[config.mk]
export PLATFORM = sky130hd
export DESIGN_NAME = mem_return_flat
export DESIGN_NICKNAME = d
export VERILOG_FILES = /design/src/rtl/mem_types_pkg.sv /design/src/rtl/port_pkg.sv /design/src/rtl/mem_resp_if.sv /design/src/rtl/mem_return.sv /design/src/flat_wrapper.sv
export SDC_FILE = /design/constraint.sdc
export NUM_CORES = 1
export LEC_CHECK = 0
export ABC_AREA = 0
export BUFFER_PORTS_ARGS = -buffer_cell sky130_fd_sc_hd__clkbuf_2
export CORE_MARGIN = 10
export CORE_UTILIZATION = 46
export CTS_BUF_LIST = sky130_fd_sc_hd__clkbuf_2
export CTS_CLUSTER_DIAMETER = 100
export DETAILED_ROUTE_END_ITERATION = 10
export PLACE_DENSITY = 0.85
export SLEW_MARGIN = 20
export SYNTH_ARGS = -nofsm -noshare
export SYNTH_HDL_FRONTEND = slang
export SYNTH_SLANG_ARGS = --single-unit
[constraint.sdc]
create_clock -name clk -period 3.7 [get_ports clk]
set_input_delay 0.185 -clock clk [delete_from_list [all_inputs] [get_ports clk]]
set_output_delay 0.185 -clock clk [all_outputs]
set_load 0.05 [all_outputs]
[src/rtl/mem_types_pkg.sv]
// ~~~~~~~~~~~~~~~~~~~~~~~~~~~~~~
// data word and chip half widths of the external memory pair
// one word is two 16-bit chips side by side, low half in chip 0
// the address width is a module parameter, only its default lives here
// ~~~~~~~~~~~~~~~~~~~~~~~~~~~~~~
package mem_types_pkg;

   localparam int WORD_W = 32;
   localparam int HALF_W = 16;

   localparam int ADDR_W_DEF = 10;   // default word address width

   // full data word on both ports
   typedef logic [WORD_W-1:0] word_t;

   // one chip's share of a word
   typedef logic [HALF_W-1:0] half_t;

endpackage

[src/rtl/port_pkg.sv]
// ~~~~~~~~~~~~~~~~~~~~~~~~~~~~~~
// requester identity and pipeline depth
// latency counts edges from the accepting edge to the answer
// ~~~~~~~~~~~~~~~~~~~~~~~~~~~~~~
package port_pkg;

   // owner of a transaction
   typedef logic src_t;

   localparam src_t SRC_CPU = 1'b0;   // processor data port
   localparam src_t SRC_VGA = 1'b1;   // display fetch port

   // arbitrate, access, return
   localparam int PIPE_LAT = 3;

endpackage

[src/rtl/mem_resp_if.sv]
// ~~~~~~~~~~~~~~~~~~~~~~~~~~~~~~
// completed access, memory stage to return stage
// rdata only carries meaning when write is low
// ~~~~~~~~~~~~~~~~~~~~~~~~~~~~~~
`timescale 1ns/1ps

interface mem_resp_if
   import mem_types_pkg::*, port_pkg::*;
();
   logic  valid;
   logic  write;
   src_t  src;
   word_t rdata;

   modport put (output valid, write, src, rdata);
   modport get (input  valid, write, src, rdata);

endinterface

[src/rtl/mem_return.sv]
// ~~~~~~~~~~~~~~~~~~~~~~~~~~~~~~
// return stage, last of the PIPE_LAT stages
// ready and done are one-cycle pulses
// rdata outputs hold until the next read of the same port
// ~~~~~~~~~~~~~~~~~~~~~~~~~~~~~~
`timescale 1ns/1ps

module mem_return
   import mem_types_pkg::*, port_pkg::*;
(
   input  logic     clk,
   input  logic     rst_n,
   mem_resp_if.get  resp,
   output word_t    cpu_rdata,
   output logic     cpu_ready,
   output logic     cpu_done,
   output word_t    vga_rdata,
   output logic     vga_ready
);

   logic cpu_rd;
   logic cpu_wr;
   logic vga_rd;

   assign cpu_rd = resp.valid & ~resp.write & (resp.src == SRC_CPU);
   assign cpu_wr = resp.valid &  resp.write & (resp.src == SRC_CPU);
   assign vga_rd = resp.valid & ~resp.write & (resp.src == SRC_VGA);

   always_ff @(posedge clk) begin
      if (!rst_n) begin
         cpu_ready <= 1'b0;
         cpu_done  <= 1'b0;
         vga_ready <= 1'b0;
      end else begin
         cpu_ready <= cpu_rd;
         cpu_done  <= cpu_wr;
         vga_ready <= vga_rd;
      end
   end

   always_ff @(posedge clk) begin
      if (cpu_rd) begin
         cpu_rdata <= resp.rdata;
      end
      if (vga_rd) begin
         vga_rdata <= resp.rdata;
      end
   end

endmodule

[src/flat_wrapper.sv]
// flat-port wrapper written by rule: the top's interface ports become plain ports
module mem_return_flat import mem_types_pkg::*, port_pkg::*;
  (clk, rst_n, cpu_rdata, cpu_ready, cpu_done, vga_rdata, vga_ready, resp_valid, resp_write, resp_src, resp_rdata);
  mem_resp_if resp_i ();
  input  logic clk;
  input  logic rst_n;
  output word_t cpu_rdata;
  output logic cpu_ready;
  output logic cpu_done;
  output word_t vga_rdata;
  output logic vga_ready;
  input wire logic [$bits(resp_i.valid)-1:0] resp_valid;
  input wire logic [$bits(resp_i.write)-1:0] resp_write;
  input wire logic [$bits(resp_i.src)-1:0] resp_src;
  input wire logic [$bits(resp_i.rdata)-1:0] resp_rdata;
  assign resp_i.valid = resp_valid;
  assign resp_i.write = resp_write;
  assign resp_i.src = resp_src;
  assign resp_i.rdata = resp_rdata;
  mem_return u_core (.clk(clk), .rst_n(rst_n), .resp(resp_i), .cpu_rdata(cpu_rdata), .cpu_ready(cpu_ready), .cpu_done(cpu_done), .vga_rdata(vga_rdata), .vga_ready(vga_ready));
endmodule
==> flow_metrics.env <==
export IMPL_status="finished clean"
export IMPL_antenna_cells=0
export IMPL_syn_num_nets=109
export IMPL_clk_pin_slew_ps=170
export IMPL_drt_iter0_drc=66
export IMPL_fp_dieW_um=86.5
export IMPL_yosys_top_cells_area="edfxtp_1, dfxtp_1, and4bb_2"
export IMPL_cp_top_family="flip-flops"
export IMPL_pre_cts_ws_ps=2240
export IMPL_synth_seq_area_share_pct=97.5
export IMPL_synth_flop_cell="edfxtp_1"
export IMPL_regArea_sq_um=1980
export IMPL_grt_pass1_wl_um=8340
export IMPL_required_ps=3510
export IMPL_synthesis_area_sq_um=2030
export IMPL_grt_use_total_pct=15.2
export IMPL_ys_types=7
export IMPL_final_nets=259
export IMPL_synth_adder_area_share_pct=0
export IMPL_antenna_found_initial=0
export IMPL_synth_async_sr_flop_share_pct=0
export IMPL_yosysWarnings=0
export IMPL_drt_drc_violations_left=0
export IMPL_firstDrtPassIters=4
export IMPL_met1_length_um=1920
export IMPL_hold_viol_final=0
export IMPL_max_cap_violations=0
export IMPL_synth_mux_area_share_pct=0
export IMPL_gp_congestion=0.651
export IMPL_grt_pass1_vias=1483
export IMPL_ys_ff_latch=67
export IMPL_synthSimpleGateAreaFrac_pct=2.52
export IMPL_crit_buf_inv=1
export IMPL_hold_buffers=34
export IMPL_yosys_cell_count_top_type="edfxtp_1"
export IMPL_postCtsResizedCells=0
export IMPL_dr_max_layer_used="met4"
export IMPL_numCtsBuffers=9
export IMPL_ant_nets=0
export IMPL_cp_slowest_cell="edfxtp_1"
export IMPL_rows=24
export IMPL_cts_setup_buffers=0
export IMPL_post_route_period_util_pct=36.0
export IMPL_fp_coreArea_sq_um=4320
export IMPL_worst_slack_ps=2370
export IMPL_multi_input_area_sq_um=56.3
export IMPL_synth_cells=72
export IMPL_final_core_util_pct=70.9
export IMPL_grt_max_degree=33
export IMPL_synth_common_cells="edfxtp_1, dfxtp_1"
export IMPL_area_delta_synth_final_pct=50.8
export IMPL_yosys_area_top_type="edfxtp_1"
export IMPL_finalCriticalPeriod_ps=1330
export IMPL_max_slew_margin_pct=49.6
export IMPL_final_max_slew_viol_count=0
export IMPL_htreeDepth=3
export IMPL_clock_path_buffers=2
export IMPL_critPathMaxStageDelay_ps=430
export IMPL_wl_per_cell_um=19.9
export IMPL_cts_tree="done"
export IMPL_drive_gt1_share_pct=53.3
export IMPL_critPathArrivalTime_ps=1150
export IMPL_fillers=277
export IMPL_start_kind="register"
export IMPL_grt_overflow=0
export IMPL_cts_root_buf="clkbuf_2"
export IMPL_die_y_um=86.5
export IMPL_initial_core_util_pct=47.0
export IMPL_fmax_ghz=0.750
export IMPL_ios=104
export IMPL_setup_violations=0
export IMPL_numClockSinks=67
export IMPL_path_class="reg -> out"
export IMPL_wl_met3_um=703
export IMPL_critPathMaxFanout=1
export IMPL_viasPerCell=4.68
export IMPL_synth_compound_area_share_pct=0
export IMPL_synth_top_family_by_area="simple AND/OR/NAND/NOR gates"
export IMPL_port_buffer_count=103
export IMPL_hp_class="in -> reg"
export IMPL_route_met2_wl_um=2780
export IMPL_avgSynthCellArea_sq_um=28.2
export IMPL_fin_setup_tns_ps=0
export IMPL_synth_edf_count=64
export IMPL_synth_top_area_share_pct=94.5
export IMPL_peakVddDrop_mv=0.377
export IMPL_end_kind="output pin"
export IMPL_vias=1296
export IMPL_leakagePower_nw=1.28
export IMPL_cellPowerDensity_nw_per_um2=481
export IMPL_rsz0062_at_grt="false"
export IMPL_worstMarginPinSlew_ps=757
export IMPL_crit_chain="clkbuf_2"
export IMPL_wl_um=5510
export IMPL_dieArea_sq_um=7480
export IMPL_synth_xor_area_share_pct=0
==> stage by stage <==
| stage | total power [W] | instance area [sq um] | hold slack, ps | cells |
|---|---|---|---|---|
| 4_1_cts | 0.00148 | 3070 | 50.3 | 277 |
| 3_5_place_dp | 0.00109 | 2630 | 378 | 229 |
| 6_report | 0.00147 | 3070 | 87.7 | 277 |
| 5_1_grt | 0.00154 | 3070 | 54.7 | 277 |
| 2_1_floorplan | 0.00103 | 2030 | 284 | 72 |
| 3_3_place_gp | 0.00108 | 2630 | 375 | 229 |
==> layer usage <==
metal | GRT usage [%] | up-vias
met4 | 5.74 | 0
met2 | 24.2 | 82
li1 | - | 592
met3 | 9.94 | 10
met5 | 0 | -
met1 | 15.6 | 612
==> final timing paths <==
kind                                          start                          end  slack (ps)  depth (start not counted)
worst min-delay path                     resp_valid  u_core.cpu_ready$_SDFF_PN0_          90                          2
worst max-delay path  u_core.cpu_rdata[1]$_DFFE_PP_                 cpu_rdata[1]        2370                          1
==> cells in the final DEF (no fill, tap or decap) <==
cell type / n
clkinv_1: 3
dlygate4sd3_1: 34
and3b_2: 1
buf_4: 2
dfxtp_1: 3
nor3b_2: 1
clkbuf_2: 112
bufinv_16: 1
and4bb_2: 1
and4b_1: 1
and4b_2: 1
edfxtp_1: 64
clkinv_2: 1
==> where the power goes <==
part | internal (W) | switching (W) | total (W)
clock network | 0.000142 | 0.000231 | 0.000373
registers | 0.000869 | 0.0000105 | 0.000879
logic | 0.0000600 | 0.000162 | 0.000222
==> cells by family after synthesis <==
family           after synthesis
and+or+nand+nor                5
DFF                           67
==> state kept, by name (all words and copies together), names as in the netlist <==
name and cells:
u_core.cpu_rdata 32, u_core.vga_rdata 32, u_core.cpu_ready 1, u_core.vga_ready 1
u_core.cpu_done 1
==> final cells by class <==
cell class / count / area share (%)
sequential: 67 / 64.7
timing repair buffer: 139 / 28.4
tap: 52 / 2.12
multi-input combinational: 5 / 1.84
clock inverter: 5 / 1.51
clock buffer: 9 / 1.47
No activity file was read; power rests on OpenSTA's default activity.
