$ cat config.mk
export PLATFORM = sky130hd
export DESIGN_NAME = mem_arbiter_flat
export DESIGN_NICKNAME = d
export VERILOG_FILES = /design/src/rtl/mem_types_pkg.sv /design/src/rtl/port_pkg.sv /design/src/rtl/mem_txn_if.sv /design/src/rtl/mem_arbiter.sv /design/src/flat_wrapper.sv
export SDC_FILE = /design/constraint.sdc
export NUM_CORES = 1
export LEC_CHECK = 0
export BUFFER_PORTS_ARGS = -buffer_cell sky130_fd_sc_hd__buf_2
export CORE_MARGIN = 2
export CORE_UTILIZATION = 23
export CTS_CLUSTER_DIAMETER = 200
export DETAILED_ROUTE_END_ITERATION = 6
export GPL_ROUTABILITY_DRIVEN = 0
export RECOVER_POWER = 25
export SLEW_MARGIN = 20
export SYNTH_ARGS = -nofsm -noshare
export SYNTH_HDL_FRONTEND = slang
export SYNTH_SLANG_ARGS = --single-unit
$ cat constraint.sdc
create_clock -name clk -period 2.3 [get_ports clk]
set_input_delay 0.46 -clock clk [delete_from_list [all_inputs] [get_ports clk]]
set_output_delay 0.46 -clock clk [all_outputs]
set_load 0.05 [all_outputs]
$ cat src/rtl/mem_types_pkg.sv
// ~~~~~~~~~~~~~~~~~~~~~~~~~~~~~~
// data word and chip half widths of the external memory pair
// one word is two 16-bit chips side by side, low half in chip 0
// the address width is a module parameter, only its default lives here
// ~~~~~~~~~~~~~~~~~~~~~~~~~~~~~~
package mem_types_pkg;

   localparam int WORD_W = 32;
   localparam int HALF_W = 16;

   localparam int ADDR_W_DEF = 10;   // default word address width

   // full data word on both ports
   typedef logic [WORD_W-1:0] word_t;

   // one chip's share of a word
   typedef logic [HALF_W-1:0] half_t;

endpackage

$ cat src/rtl/port_pkg.sv
// ~~~~~~~~~~~~~~~~~~~~~~~~~~~~~~
// requester identity and pipeline depth
// latency counts edges from the accepting edge to the answer
// ~~~~~~~~~~~~~~~~~~~~~~~~~~~~~~
package port_pkg;

   // owner of a transaction
   typedef logic src_t;

   localparam src_t SRC_CPU = 1'b0;   // processor data port
   localparam src_t SRC_VGA = 1'b1;   // display fetch port

   // arbitrate, access, return
   localparam int PIPE_LAT = 3;

endpackage

$ cat src/rtl/mem_txn_if.sv
// ~~~~~~~~~~~~~~~~~~~~~~~~~~~~~~
// one issued transaction, arbiter to memory stage
// valid is a single-cycle strobe, no back-pressure
// ~~~~~~~~~~~~~~~~~~~~~~~~~~~~~~
`timescale 1ns/1ps

interface mem_txn_if
   import mem_types_pkg::*, port_pkg::*;
#(
   parameter int ADDR_W = ADDR_W_DEF
);
   logic              valid;
   logic              write;
   src_t              src;
   logic [ADDR_W-1:0] addr;
   word_t             wdata;

   modport issue (output valid, write, src, addr, wdata);
   modport take  (input  valid, write, src, addr, wdata);

endinterface

$ cat src/rtl/mem_arbiter.sv
// ~~~~~~~~~~~~~~~~~~~~~~~~~~~~~~
// two-port request arbiter, display has priority
// each port keeps at most one request outstanding, so a pending
// slot is always free when a new req arrives
// a processor request that loses a collision goes out one edge later
// ~~~~~~~~~~~~~~~~~~~~~~~~~~~~~~
`timescale 1ns/1ps

module mem_arbiter
   import mem_types_pkg::*, port_pkg::*;
#(
   parameter int ADDR_W = ADDR_W_DEF
) (
   input  logic              clk,
   input  logic              rst_n,
   input  logic              cpu_req,
   input  logic              cpu_write,
   input  logic [ADDR_W-1:0] cpu_addr,
   input  word_t             cpu_wdata,
   input  logic              vga_req,
   input  logic [ADDR_W-1:0] vga_addr,
   mem_txn_if.issue          txn
);

   logic              cpu_pend;
   logic              cpu_write_q;
   logic [ADDR_W-1:0] cpu_addr_q;
   word_t             cpu_wdata_q;

   logic              take_vga;
   logic              take_cpu;
   logic              cpu_sel_write;
   logic [ADDR_W-1:0] cpu_sel_addr;
   word_t             cpu_sel_wdata;

   assign take_vga = vga_req;   // display issues on the edge that sees it
   assign take_cpu = ~take_vga & (cpu_pend | cpu_req);

   // a held slot wins over the live inputs
   assign cpu_sel_write = cpu_pend ? cpu_write_q : cpu_write;
   assign cpu_sel_addr  = cpu_pend ? cpu_addr_q  : cpu_addr;
   assign cpu_sel_wdata = cpu_pend ? cpu_wdata_q : cpu_wdata;

   always_ff @(posedge clk) begin
      if (!rst_n) begin
         cpu_pend  <= 1'b0;
         txn.valid <= 1'b0;
      end else begin
         cpu_pend  <= (cpu_pend | cpu_req) & ~take_cpu;
         txn.valid <= take_vga | take_cpu;
      end
   end

   // capture every processor request, whether it issues now or waits
   always_ff @(posedge clk) begin
      if (cpu_req) begin
         cpu_write_q <= cpu_write;
         cpu_addr_q  <= cpu_addr;
         cpu_wdata_q <= cpu_wdata;
      end
   end

   always_ff @(posedge clk) begin
      if (take_vga) begin
         txn.write <= 1'b0;        // display never writes
         txn.src   <= SRC_VGA;
         txn.addr  <= vga_addr;
      end else if (take_cpu) begin
         txn.write <= cpu_sel_write;
         txn.src   <= SRC_CPU;
         txn.addr  <= cpu_sel_addr;
         txn.wdata <= cpu_sel_wdata;
      end
   end

endmodule

$ cat src/flat_wrapper.sv
// flat-port wrapper written by rule: the top's interface ports become plain ports
module mem_arbiter_flat import mem_types_pkg::*, port_pkg::*;
#(
   parameter int ADDR_W = ADDR_W_DEF
)
  (clk, rst_n, cpu_req, cpu_write, cpu_addr, cpu_wdata, vga_req, vga_addr, txn_valid, txn_write, txn_src, txn_addr, txn_wdata);
  mem_txn_if #(.ADDR_W(ADDR_W)) txn_i ();
  input  logic clk;
  input  logic rst_n;
  input  logic cpu_req;
  input  logic cpu_write;
  input  logic [ADDR_W-1:0] cpu_addr;
  input  word_t cpu_wdata;
  input  logic vga_req;
  input  logic [ADDR_W-1:0] vga_addr;
  output wire logic [$bits(txn_i.valid)-1:0] txn_valid;
  output wire logic [$bits(txn_i.write)-1:0] txn_write;
  output wire logic [$bits(txn_i.src)-1:0] txn_src;
  output wire logic [$bits(txn_i.addr)-1:0] txn_addr;
  output wire logic [$bits(txn_i.wdata)-1:0] txn_wdata;
  assign txn_valid = txn_i.valid;
  assign txn_write = txn_i.write;
  assign txn_src = txn_i.src;
  assign txn_addr = txn_i.addr;
  assign txn_wdata = txn_i.wdata;
  mem_arbiter #(.ADDR_W(ADDR_W)) u_core (.clk(clk), .rst_n(rst_n), .cpu_req(cpu_req), .cpu_write(cpu_write), .cpu_addr(cpu_addr), .cpu_wdata(cpu_wdata), .vga_req(vga_req), .vga_addr(vga_addr), .txn(txn_i));
endmodule
==> impl_table.tex, run 1 <==
\begin{tabular}{lr}
\hline
Metric & Value \\
\hline
\multicolumn{2}{l}{\textbf{Status}} \\
\quad Result of the run & finished, final reports clean \\
\multicolumn{2}{l}{\textbf{Clock tree}} \\
\quad Clock tree from TritonCTS & yes \\
\quad Clock edge transition at the registers on the reported setup and hold paths & 0.07 ns \\
\quad Skew-Pair Late Insertion Delay & 0.34 ns \\
\quad Num CTS Buffers & 9 \\
\quad Resized Gates After CTS & 0 \\
\quad Deepest level of the CTS H-tree & 3 \\
\quad CTS hold repair buffers & 0 \\
\quad Total setup buffers inserted after CTS & 0 \\
\quad Root Driver & sky130\_fd\_sc\_hd\_\_clkbuf\_16 \\
\quad Max Root-Sink Buffers & 2 \\
\quad Sink count of the clock tree & 89 \\
\multicolumn{2}{l}{\textbf{GRT}} \\
\quad Via count of the first global-routing pass & 1,894 \\
\quad Global routing usage on met3 & 3.251\% \\
\quad Antenna violations before repair & 0 \\
\quad Maximum number of pins on one net before global-route repair & 31 \\
\quad All-layer global routing usage & 9.550\% \\
\quad GR met1 Demand/Resource & 11.38\% \\
\quad GRT Residual Overflow & 0 \\
\quad Routing layer with the top usage in global route & met2 \\
\quad Global routing usage on met2 & 14.70\% \\
\quad First-pass GRT wire length & 10.25 mm \\
\multicolumn{2}{l}{\textbf{Power}} \\
\quad Sw Ratio & 25.73\% \\
\quad Peak supply drop & 342.0 uV \\
\quad Cell leakage power & 1.541 nW \\
\quad Sequential group share of total power & 52.3\% \\
\quad Power dissipated by switching net loads & 0.9595 mW \\
\quad Internal power contribution & 2.770 mW \\
\quad Power share of the combinational group & 11.6\% \\
\quad Fraction of power consumed by the clock network & 36.0\% \\
\quad P per Cell Area & 874.9 nW/um2 \\
\multicolumn{2}{l}{\textbf{Worst setup path}} \\
\quad Required time reported for the critical path endpoint & 2.39 ns \\
\quad Critical path endpoint category & flop \\
\quad Maximum cell stage delay along the critical path & 0.61 ns \\
\quad Slowest cell on the critical path & sky130\_fd\_sc\_hd\_\_dfxtp\_2 \\
\quad Crit Path Class & reg -> reg \\
\quad Arrival time reported for the critical path endpoint & 1.62 ns \\
\quad Cell chain of the critical path & buf\_12, mux2\_2 \\
\quad Startpoint kind of the worst setup timing path & flop \\
\quad Max FO, Critical Path & 30 \\
\multicolumn{2}{l}{\textbf{Detailed routing}} \\
\quad Avg WL per Cell & 15.10 um \\
\quad Total wire length after detailed routing & 7.005 mm \\
\quad Antenna Violating Nets Remaining & 0 \\
\quad Post-detailed-route DRC marker count & 0 \\
\quad Ratio of routed vias to standard cells & 4.032 \\
\quad DR iter-0 viols & 122 \\
\quad Number of optimization iterations in the first detailed-route pass & 4 \\
\quad Via count & 1,871 \\
\multicolumn{2}{l}{\textbf{Logic synthesis}} \\
\quad Yosys synthesis warning count & 0 \\
\quad Synth cell count leaders & 85 x sky130\_fd\_sc\_hd\_\_edfxtp\_1, 32 x sky130\_fd\_sc\_hd\_\_mux2\_2, 11 x sky130\_fd\_sc\_hd\_\_mux2i\_1, 11 x sky130\_fd\_sc\_hd\_\_nand2\_1, 10 x sky130\_fd\_sc\_hd\_\_o21ai\_0 \\
\quad Most frequent cell after synthesis & sky130\_fd\_sc\_hd\_\_edfxtp\_1 \\
\quad Post-synthesis register bit count & 89 \\
\quad Number of nets produced by synthesis & 226 \\
\quad Simple-gate area share of the yosys netlist & 2.386\% \\
\quad Cell type contributing the most total cell area after synthesis & sky130\_fd\_sc\_hd\_\_edfxtp\_1 \\
\quad Area contributors post-synth & sky130\_fd\_sc\_hd\_\_edfxtp\_1 77\%, sky130\_fd\_sc\_hd\_\_mux2\_2 11\%, sky130\_fd\_sc\_hd\_\_mux2i\_1 3.3\%, sky130\_fd\_sc\_hd\_\_dfxtp\_1 2.4\%, sky130\_fd\_sc\_hd\_\_o21ai\_0 1.5\% \\
\quad Part of the Yosys area used for sequential elements & 79.70\% \\
\quad Number of unique standard cell types used by synthesis & 16 \\
\quad Top\_reg\_cell synth & sky130\_fd\_sc\_hd\_\_edfxtp\_1 \\
\quad Gate Count Post-Synth & 169 \\
\quad XOR/XNOR share of the synthesized area & 0\% \\
\quad Main combinational cell family by area after synthesis & multiplexers \\
\quad Adder-cell area share of the yosys netlist & 0\% \\
\quad Area fraction of the dominant cell type after synthesis & 77.27\% \\
\quad Post-synthesis cell area & 3303 um2 \\
\quad Post-synthesis compound-gate area fraction & 1.970\% \\
\quad Post-Syn Area per Cell & 19.55 um2 \\
\quad Number of flops mapped to enable cells by yosys & 85 \\
\quad Fraction of synthesized area in multiplexers & 14.24\% \\
\quad Async S/R FF share, synth & 0\% \\
\multicolumn{2}{l}{\textbf{Floorplanning}} \\
\quad Area of the die & 15,340 um2 \\
\quad Die height & 123.8 um \\
\quad Starting Density & 23.70\% \\
\quad Die width & 123.8 um \\
\quad Placeable core region & 13,930 um2 \\
\quad Count of pins on the block boundary & 102 \\
\quad Standard-cell row count & 43 \\
\multicolumn{2}{l}{\textbf{Placed design}} \\
\quad Number of placed cells counting well taps & 448 \\
\quad Post-DP HPWL & 4.871 mm \\
\quad Number of port buffers & 101 \\
\multicolumn{2}{l}{\textbf{Finish}} \\
\quad Total Nets Final & 336 \\
\quad Multi-input gate area & 621.8 um2 \\
\quad Utilization after layout & 30.59\% \\
\quad Post-layout instance count excluding filler cells & 464 \\
\quad Storage cell area & 2634 um2 \\
\quad Total of fill cells in the finished design & 1,401 \\
\quad Share of post-route cells with drive strength above 1 & 42.61\% \\
\quad Total inserted antenna cells & 0 \\
\quad Area delta synth->final & 29.05\% \\
\multicolumn{2}{l}{\textbf{Timing}} \\
\quad Period utilisation layout & 66.73\% \\
\quad Max-slew violation count & 0 \\
\quad RSZ-0062 raised after global routing & false \\
\quad Final critical-path required period & 1.535 ns \\
\quad Number of hold-slack violations in the final timing report & 0 \\
\quad Worst max-slew margin expressed relative to the limit & 46.02\% \\
\quad Layout Skew & 0.006507 ns \\
\quad Transition time of the tightest slew-check pin & 0.8097 ns \\
\quad Final total negative setup slack & 0 ns \\
\quad Final hold slack & 0.3017 ns \\
\quad Highest Clock Rate & 651.6 MHz \\
\quad Final setup violation count & 0 \\
\multicolumn{2}{l}{\textbf{Worst hold path}} \\
\quad Worst Hold Class & in -> reg \\
\multicolumn{2}{l}{\textbf{Flow run}} \\
\quad Max-Cap Viols & 0 \\
\hline
\end{tabular}
==> cells in the final DEF, fill, tap and decap left out, drive strengths merged, types with 3 or more instances in the layout <==
cell	count
edfxtp	85
buf	71
clkbuf	44
mux2	32
mux2i	11
nand2	11
o21ai	10
clkinv	5
dfxtp	4
nor2	3
inv	3
==> layer usage <==
metal	routed length, um	vias to the layer above
li1	-	874
met3	440	13
met5	0	-
met1	3085	919
met4	178	0
met2	3300	65
==> sequential cells by signal, summed over array words and instances (netlist names) <==
signal / count
u_core.cpu_wdata_q: 32
u_core.txn.wdata: 32
u_core.txn.src: 1
u_core.txn.addr: 10
u_core.txn.write: 1
u_core.cpu_pend: 1
u_core.txn.valid: 1
u_core.cpu_write_q: 1
u_core.cpu_addr_q: 10
==> power by group through the flow <==
stage                     Clock [mW]  Sequential, mW  Combinational, mW
after floorplan                    0            2.16              0.106
after global placement             0            1.98              0.443
after detailed placement           0            1.99              0.449
after CTS                       1.41            1.95              0.449
after global routing            1.47            1.96              0.465
final                           1.34            1.95              0.434
==> layout make-up <==
cell class	instances	share of cell area, %
Timing Repair Buffer	106	11.95
Clock inverter	7	1.027
Clock buffer	9	5.283
Inverter	1	0.08805
Sequential cell	89	61.78
Tap cell	180	5.283
Multi-Input combinational cell	72	14.59
==> logic make-up (layout without fill, tap and decap cells) <==
family	count (synthesis)	in the layout
flops	89	89
mux	43	43
simple gates	17	17
buf+inv	8	123
compound gates	12	12
==> worst paths after layout <==
kind,start,endpoint,slack [ns],cells after the start
max reg2reg,u_core.cpu_pend$_SDFF_PN0_,u_core.txn.wdata[22]$_DFFE_PP_,0.77,2
max,u_core.cpu_pend$_SDFF_PN0_,u_core.txn.wdata[22]$_DFFE_PP_,0.77,2
min reg2reg,u_core.txn.src$_SDFFE_PP1P_,u_core.txn.src$_SDFFE_PP1P_,0.47,1
min,cpu_wdata[1],u_core.cpu_wdata_q[1]$_DFFE_PP_,0.30,1
==> through the flow <==
step	area [um2]	setup WS, ns	total power, mW
2_1_floorplan	3306	0.3674	2.270
3_3_place_gp	4040	0.7755	2.426
3_5_place_dp	4040	0.7559	2.436
4_1_cts	4309	0.7402	3.808
5_1_grt	4263	0.6625	3.894
6_report	4263	0.7653	3.730
==> critical path: cells and delay by family, from the launching register on <==
kind / cells / cell delay [ns]
buffers and inverters: 1 / 0.27
muxes: 1 / 0.37
DFF: 1 / 0.61
No activity file was read; power rests on OpenSTA's default activity.
==> inputs of run 2 (changes only) <==
ABC_AREA = 1   (was not set)
clock period = 1.38 ns   (was 2.3 ns; I/O delays follow)
==> run 2 against run 1 <==
  * Sequential share of layout area down 2.9 points
  * Utilization is 0.16 points higher
  * Global-route usage is 0.58 points higher
  * Combinational power is 83% higher
  * Worst setup slack lost 0.64 ns
  * Final cell count up 26%
  * Critical path type is now reg -> out
  * Largest power group unchanged
  * Highest routed layer unchanged
==> impl_table.tex, run 2 <==
\begin{tabular}{lr}
\hline
Metric & Value \\
\hline
\multicolumn{2}{l}{\textbf{Timing}} \\
\quad Transition time of the tightest slew-check pin & 0.4994 ns \\
\quad Final critical-path required period & 1.253 ns \\
\quad Number of hold-slack violations in the final timing report & 0 \\
\quad Highest Clock Rate & 798.2 MHz \\
\quad Final total negative setup slack & 0 ns \\
\quad RSZ-0062 raised after global routing & false \\
\quad Layout Skew & 0.006167 ns \\
\quad Final setup violation count & 0 \\
\quad Period utilisation layout & 90.78\% \\
\quad Max-slew violation count & 0 \\
\quad Worst max-slew margin expressed relative to the limit & 66.71\% \\
\multicolumn{2}{l}{\textbf{GRT}} \\
\quad Maximum number of pins on one net before global-route repair & 24 \\
\quad All-layer global routing usage & 10.13\% \\
\quad Via count of the first global-routing pass & 2,331 \\
\quad Antenna violations before repair & 0 \\
\quad First-pass GRT wire length & 12.16 mm \\
\quad GRT Residual Overflow & 0 \\
\multicolumn{2}{l}{\textbf{Floorplanning}} \\
\quad Die width & 125.9 um \\
\quad Area of the die & 15,840 um2 \\
\quad Count of pins on the block boundary & 102 \\
\quad Die height & 125.9 um \\
\quad Starting Density & 23.50\% \\
\quad Placeable core region & 14,530 um2 \\
\quad Standard-cell row count & 44 \\
\multicolumn{2}{l}{\textbf{Placed design}} \\
\quad Number of port buffers & 101 \\
\quad Post-DP HPWL & 5.607 mm \\
\quad Number of placed cells counting well taps & 568 \\
\quad Placement Cell Area & 4227 um2 \\
\multicolumn{2}{l}{\textbf{Clock tree}} \\
\quad Skew-Pair Late Insertion Delay & 0.33 ns \\
\quad Num CTS Buffers & 9 \\
\quad Sink count of the clock tree & 89 \\
\quad CTS hold repair buffers & 0 \\
\quad Clock tree from TritonCTS & yes \\
\quad Deepest level of the CTS H-tree & 3 \\
\quad Max Root-Sink Buffers & 2 \\
\quad Clock edge transition at the registers on the reported setup and hold paths & 0.06 ns \\
\quad Root Driver & sky130\_fd\_sc\_hd\_\_clkbuf\_16 \\
\quad Total setup buffers inserted after CTS & 0 \\
\quad Resized Gates After CTS & 0 \\
\multicolumn{2}{l}{\textbf{Worst hold path}} \\
\quad Hold Path Depth & 1 \\
\quad Worst Hold Class & in -> reg \\
\quad Launch point of the worst hold path & cpu\_addr[2] \\
\quad Worst-case hold path end point & u\_core.cpu\_addr\_q[2]\$\_DFFE\_PP\_ \\
\multicolumn{2}{l}{\textbf{Detailed routing}} \\
\quad Number of optimization iterations in the first detailed-route pass & 4 \\
\quad Total wire length after detailed routing & 7.710 mm \\
\quad Ratio of routed vias to standard cells & 3.950 \\
\quad Antenna Violating Nets Remaining & 0 \\
\quad DR iter-0 viols & 80 \\
\quad Post-detailed-route DRC marker count & 0 \\
\quad Via count & 2,307 \\
\quad Avg WL per Cell & 13.20 um \\
\multicolumn{2}{l}{\textbf{Logic synthesis}} \\
\quad Synth cell count leaders & 144 x sky130\_fd\_sc\_hd\_\_nand2\_1, 85 x sky130\_fd\_sc\_hd\_\_edfxtp\_1, 22 x sky130\_fd\_sc\_hd\_\_inv\_1 \\
\quad Fraction of synthesized area in multiplexers & 0\% \\
\quad Number of flops mapped to enable cells by yosys & 85 \\
\quad Adder-cell area share of the yosys netlist & 0\% \\
\quad Async S/R FF share, synth & 0\% \\
\quad Area contributors post-synth & sky130\_fd\_sc\_hd\_\_edfxtp\_1 75\%, sky130\_fd\_sc\_hd\_\_nand2\_1 16\%, sky130\_fd\_sc\_hd\_\_inv\_1 2.4\%, sky130\_fd\_sc\_hd\_\_dfxtp\_1 2.3\%, sky130\_fd\_sc\_hd\_\_nand3\_1 1.6\% \\
\quad Most frequent cell after synthesis & sky130\_fd\_sc\_hd\_\_nand2\_1 \\
\quad Main combinational cell family by area after synthesis & simple AND/OR/NAND/NOR gates \\
\quad Top\_reg\_cell synth & sky130\_fd\_sc\_hd\_\_edfxtp\_1 \\
\quad Post-Syn Area per Cell & 12.11 um2 \\
\quad Yosys synthesis warning count & 0 \\
\quad Part of the Yosys area used for sequential elements & 77.07\% \\
\quad Post-synthesis register bit count & 89 \\
\quad Number of nets produced by synthesis & 339 \\
\quad Number of unique standard cell types used by synthesis & 13 \\
\quad Gate Count Post-Synth & 282 \\
\quad XOR/XNOR share of the synthesized area & 0\% \\
\quad Area fraction of the dominant cell type after synthesis & 74.73\% \\
\quad Post-synthesis compound-gate area fraction & 0.1465\% \\
\quad Simple-gate area share of the yosys netlist & 18.02\% \\
\quad Post-synthesis cell area & 3416 um2 \\
\quad Cell type contributing the most total cell area after synthesis & sky130\_fd\_sc\_hd\_\_edfxtp\_1 \\
\multicolumn{2}{l}{\textbf{Finish}} \\
\quad Total of fill cells in the finished design & 1,532 \\
\quad Summed area of non-filler cells in the final layout & 4469 um2 \\
\quad Total Nets Final & 452 \\
\quad Utilization after layout & 30.75\% \\
\quad Largest regs & u\_core.cpu\_wdata\_q (32), u\_core.txn.wdata (32) \\
\quad Commonest non-fill, non-tap cell in the layout & sky130\_fd\_sc\_hd\_\_nand2\_1 \\
\quad Commonest cells after routing, fill and taps aside & 144 x sky130\_fd\_sc\_hd\_\_nand2\_1, 85 x sky130\_fd\_sc\_hd\_\_edfxtp\_1, 67 x sky130\_fd\_sc\_hd\_\_buf\_2 \\
\quad Area delta synth->final & 30.84\% \\
\quad Total inserted antenna cells & 0 \\
\quad Share of post-route cells with drive strength above 1 & 24.00\% \\
\quad Post-layout instance count excluding filler cells & 584 \\
\multicolumn{2}{l}{\textbf{Power}} \\
\quad Cell leakage power & 1.939 nW \\
\quad Internal power contribution & 4.787 mW \\
\quad Sequential group share of total power & 50.6\% \\
\quad Power share of the combinational group & 12.4\% \\
\quad Sw Ratio & 25.32\% \\
\quad P per Cell Area & 1434 nW/um2 \\
\quad Power dissipated by switching net loads & 1.623 mW \\
\quad Fraction of power consumed by the clock network & 37.0\% \\
\quad Peak supply drop & 493.4 uV \\
\multicolumn{2}{l}{\textbf{Worst setup path}} \\
\quad Arrival time reported for the critical path endpoint & 0.98 ns \\
\quad Capture instance of the worst register-to-register path & u\_core.txn.addr[0]\$\_DFFE\_PP\_ \\
\quad Number of buffers and inverters on the critical path & 1 \\
\quad Cell chain of the critical path & buf\_2 \\
\quad R2r startpoint & u\_core.cpu\_pend\$\_SDFF\_PN0\_ \\
\quad Worst-case reg-to-reg path depth & 2 \\
\quad Startpoint kind of the worst setup timing path & flop \\
\quad Maximum cell stage delay along the critical path & 0.41 ns \\
\quad Critical path endpoint category & output port \\
\quad Required time reported for the critical path endpoint & 1.10 ns \\
\quad Slowest cell on the critical path & sky130\_fd\_sc\_hd\_\_edfxtp\_1 \\
\quad Slack of the worst reg-to-reg path & 0.22 ns \\
\quad Worst path top cell family by delay & flip-flops \\
\quad Max FO, Critical Path & 1 \\
\quad Crit Path Class & reg -> out \\
\multicolumn{2}{l}{\textbf{Status}} \\
\quad Result of the run & finished, final reports clean \\
\multicolumn{2}{l}{\textbf{Flow run}} \\
\quad Max-Cap Viols & 0 \\
\hline
\end{tabular}
==> run 2: cell count changes after synthesis, moves of 2 or more <==
cell,before,now
sky130_fd_sc_hd__nand2_1,11,144
sky130_fd_sc_hd__mux2_2,32,0
sky130_fd_sc_hd__inv_1,1,22
sky130_fd_sc_hd__mux2i_1,11,0
sky130_fd_sc_hd__nand3_1,0,11
sky130_fd_sc_hd__o21ai_0,10,0
sky130_fd_sc_hd__buf_2,0,5
sky130_fd_sc_hd__buf_4,3,5
sky130_fd_sc_hd__clkbuf_1,2,0
sky130_fd_sc_hd__nor2_1,3,1
==> run 2: area by class of cell <==
type	count	area (um2)	area share [%]
clock buffers	10	229.0	5.123
clock inverters	6	58.81	1.316
inverters	23	88.84	1.988
multi-input cells	159	628.1	14.05
flip-flops and latches	89	2634	58.93
well taps	184	230.2	5.151
repair buffers	113	600.6	13.44
==> run 2: layer usage <==
metal / global-route usage (%) / routed length [um]
met5: 0 / 0
met3: 3.016 / 448
met4: 6.012 / 237
met1: 12.32 / 3458
met2: 15.96 / 3565
==> run 2: how the worst max path moves through the flow <==
stage,cells past startpoint,slack (ns),from,to
4_1_cts,1,0.12,u_core.txn.addr[3]$_DFFE_PP_,txn_addr[3]
3_3_place_gp,3,0.16,cpu_req,u_core.txn.addr[4]$_DFFE_PP_
5_1_grt,1,0.07,u_core.txn.addr[3]$_DFFE_PP_,txn_addr[3]
6_report,1,0.13,u_core.txn.addr[3]$_DFFE_PP_,txn_addr[3]
2_1_floorplan,3,-0.009,u_core.cpu_pend$_SDFF_PN0_,u_core.txn.wdata[0]$_DFFE_PP_
3_5_place_dp,3,0.14,cpu_req,u_core.txn.addr[5]$_DFFE_PP_
==> run 2: cells by family (layout without fill, tap and decap cells) <==
kind of cell / Yosys count / in the layout
flip-flops: 89 / 89
buffers and inverters: 34 / 152
AO/OA/AOI/OAI: 1 / 1
AND/OR/NAND/NOR: 158 / 158
==> run 2: power by group through the flow <==
| stage | combinational (mW) | sequential (mW) | clock, mW |
|---|---|---|---|
| after global placement | 0.806 | 3.30 | 0 |
| after global routing | 0.865 | 3.26 | 2.57 |
| after CTS | 0.823 | 3.25 | 2.44 |
| after detailed placement | 0.823 | 3.30 | 0 |
| final | 0.793 | 3.24 | 2.37 |
| after floorplan | 0.195 | 3.62 | 0 |
==> run 2: per-stage QoR <==
stage | setup WS, ns | total power [mW] | hold WS, ns
after floorplan | -0.009160 | 3.811 | 0.3749
after global placement | 0.1581 | 4.104 | 0.4614
after detailed placement | 0.1360 | 4.125 | 0.4553
after CTS | 0.1159 | 6.510 | 0.1152
after global routing | 0.06820 | 6.691 | 0.1174
final | 0.1272 | 6.410 | 0.1285
==> inputs of run 3 (changes only) <==
BUFFER_PORTS_ARGS = not set   (was -buffer_cell sky130_fd_sc_hd__buf_2)
DONT_BUFFER_PORTS = 1   (was not set)
==> run 3 against run 2 <==
  * Register-to-register slack hardly changed
  * Final cell count is 16% lower
  * Worst setup slack worse by 0.056 ns
  * First-iteration DRC count is 66% higher
  * Largest cell class unchanged
  * Sequential power is 10% higher
==> impl_table.tex, run 3 (synthesis results as in run 2) <==
\begin{tabular}{lr}
\hline
Metric & Value \\
\hline
\multicolumn{2}{l}{\textbf{Detailed routing}} \\
\quad Avg WL per Cell & 15.27 um \\
\quad DR iter-0 viols & 133 \\
\quad Number of optimization iterations in the first detailed-route pass & 4 \\
\quad Total wire length after detailed routing & 7.483 mm \\
\quad Ratio of routed vias to standard cells & 3.945 \\
\quad Via count & 1,933 \\
\quad Antenna Violating Nets Remaining & 0 \\
\quad Post-detailed-route DRC marker count & 0 \\
\multicolumn{2}{l}{\textbf{Finish}} \\
\quad Area delta synth->final & 19.49\% \\
\quad Largest regs & u\_core.cpu\_wdata\_q (32), u\_core.txn.wdata (32) \\
\quad Share of post-route cells with drive strength above 1 & 9.804\% \\
\quad Summed area of non-filler cells in the final layout & 4081 um2 \\
\quad Total inserted antenna cells & 0 \\
\quad Commonest cells after routing, fill and taps aside & 144 x sky130\_fd\_sc\_hd\_\_nand2\_1, 85 x sky130\_fd\_sc\_hd\_\_edfxtp\_1, 22 x sky130\_fd\_sc\_hd\_\_inv\_1 \\
\quad Utilization after layout & 28.08\% \\
\quad Total Nets Final & 358 \\
\quad Commonest non-fill, non-tap cell in the layout & sky130\_fd\_sc\_hd\_\_nand2\_1 \\
\quad Post-layout instance count excluding filler cells & 490 \\
\multicolumn{2}{l}{\textbf{Worst setup path}} \\
\quad Crit Path Class & reg -> out \\
\quad Startpoint kind of the worst setup timing path & flop \\
\quad Critical path endpoint category & output port \\
\quad R2r startpoint & u\_core.cpu\_pend\$\_SDFF\_PN0\_ \\
\quad Capture instance of the worst register-to-register path & u\_core.txn.wdata[17]\$\_DFFE\_PP\_ \\
\quad Required time reported for the critical path endpoint & 1.10 ns \\
\quad Worst-case reg-to-reg path depth & 3 \\
\quad Arrival time reported for the critical path endpoint & 1.03 ns \\
\quad Slack of the worst reg-to-reg path & 0.21 ns \\
\quad Max FO, Critical Path & 1 \\
\multicolumn{2}{l}{\textbf{Power}} \\
\quad Total Power Consumption & 6.272 mW \\
\quad Fraction of power consumed by the clock network & 38.3\% \\
\quad Power dissipated by switching net loads & 1.680 mW \\
\quad P per Cell Area & 1537 nW/um2 \\
\quad Power share of the combinational group & 4.6\% \\
\quad Sequential group share of total power & 57.0\% \\
\quad Internal power contribution & 4.592 mW \\
\quad Peak supply drop & 578.8 uV \\
\quad Cell leakage power & 1.663 nW \\
\quad Sw Ratio & 26.79\% \\
\multicolumn{2}{l}{\textbf{Timing}} \\
\quad Period utilisation layout & 94.83\% \\
\quad Max-slew violation count & 0 \\
\quad Worst max-slew margin expressed relative to the limit & 61.54\% \\
\quad Final hold slack & 0.02397 ns \\
\quad Number of hold-slack violations in the final timing report & 0 \\
\quad Transition time of the tightest slew-check pin & 0.5761 ns \\
\quad Final setup violation count & 0 \\
\quad RSZ-0062 raised after global routing & false \\
\quad Final critical-path required period & 1.309 ns \\
\quad Highest Clock Rate & 764.2 MHz \\
\quad Layout Skew & 0.006570 ns \\
\multicolumn{2}{l}{\textbf{Floorplanning}} \\
\quad Starting Density & 23.50\% \\
\quad Die width & 125.9 um \\
\quad Placeable core region & 14,530 um2 \\
\quad Standard-cell row count & 44 \\
\quad Die height & 125.9 um \\
\quad Count of pins on the block boundary & 102 \\
\quad Area of the die & 15,840 um2 \\
\multicolumn{2}{l}{\textbf{Worst hold path}} \\
\quad Worst Hold Class & in -> reg \\
\quad Hold Path Depth & 0 \\
\quad Launch point of the worst hold path & cpu\_addr[1] \\
\quad Worst-case hold path end point & u\_core.cpu\_addr\_q[1]\$\_DFFE\_PP\_ \\
\multicolumn{2}{l}{\textbf{Clock tree}} \\
\quad Num CTS Buffers & 9 \\
\quad Clock tree from TritonCTS & yes \\
\quad Total setup buffers inserted after CTS & 0 \\
\quad Root Driver & sky130\_fd\_sc\_hd\_\_clkbuf\_16 \\
\quad Clock edge transition at the registers on the reported setup and hold paths & 0.07 ns \\
\quad CTS hold repair buffers & 0 \\
\quad Deepest level of the CTS H-tree & 3 \\
\quad Max Root-Sink Buffers & 2 \\
\quad Sink count of the clock tree & 89 \\
\quad Skew-Pair Late Insertion Delay & 0.34 ns \\
\quad Resized Gates After CTS & 0 \\
\multicolumn{2}{l}{\textbf{GRT}} \\
\quad All-layer global routing usage & 9.814\% \\
\quad Antenna violations before repair & 0 \\
\quad Maximum number of pins on one net before global-route repair & 45 \\
\quad GRT Residual Overflow & 0 \\
\quad Via count of the first global-routing pass & 1,960 \\
\quad First-pass GRT wire length & 11.46 mm \\
\multicolumn{2}{l}{\textbf{Placed design}} \\
\quad Post-DP HPWL & 5.207 mm \\
\quad Placement Cell Area & 3694 um2 \\
\quad Number of placed cells counting well taps & 465 \\
\quad Number of port buffers & 0 \\
\multicolumn{2}{l}{\textbf{Status}} \\
\quad Result of the run & finished, final reports clean \\
\multicolumn{2}{l}{\textbf{Flow run}} \\
\quad Max-Cap Viols & 0 \\
\hline
\end{tabular}
## run 3: cell types whose count changed in the layout (fill, tap and decap cells not counted), sizes merged
cell,before,now
buf,79,10
bufinv,1,0
clkbuf,44,9
clkinv,4,2
dlygate4sd3,0,9
inv,23,27
## run 3: routing by layer
metal | up-vias | global-route usage (%) | wire length [um]
met5 | - | 0 | 0
met4 | 0 | 5.430 | 184
met3 | 10 | 5.735 | 882
met2 | 66 | 15.17 | 3435
met1 | 903 | 10.55 | 2980
li1 | 954 | - | -
## run 3: power groups by stage
stage               combinational, mW  sequential, mW  clock [mW]
floorplan                       0.195            3.62           0
global placement                0.269            3.64           0
global route                    0.335            3.60        2.60
detailed placement              0.276            3.64           0
CTS                             0.277            3.58        2.48
finish                          0.291            3.58        2.40
## run 3: worst max path at each step
stage / start / slack (ns) / depth (start not counted) / end
finish: u_core.txn.wdata[29]$_DFFE_PP_ / 0.07 / 0 / txn_wdata[29]
global route: u_core.txn.src$_SDFFE_PP1P_ / 0.03 / 0 / txn_src
CTS: u_core.txn.src$_SDFFE_PP1P_ / 0.06 / 0 / txn_src
detailed placement: u_core.cpu_pend$_SDFF_PN0_ / 0.19 / 3 / u_core.txn.wdata[19]$_DFFE_PP_
global placement: u_core.cpu_pend$_SDFF_PN0_ / 0.23 / 3 / u_core.txn.wdata[20]$_DFFE_PP_
floorplan: u_core.cpu_pend$_SDFF_PN0_ / -0.009 / 3 / u_core.txn.wdata[0]$_DFFE_PP_
## run 3: cell type report
type                            count  area [um2]
Clock buffer                        9       225.2
Clock inverter                      7       72.57
Fill cell                        1476       10450
Inverter                           23       88.84
Multi-Input combinational cell    159       628.1
Sequential cell                    89        2634
Tap cell                          184       230.2
Timing Repair Buffer               19       202.7
## run 3: per-stage QoR
step | setup WS (ns) | setup TNS, ns
detailed placement | 0.1946 | 0
finish | 0.07139 | 0
CTS | 0.06089 | 0
global placement | 0.2280 | 0
floorplan | -0.009160 | -0.2931
global route | 0.02937 | 0
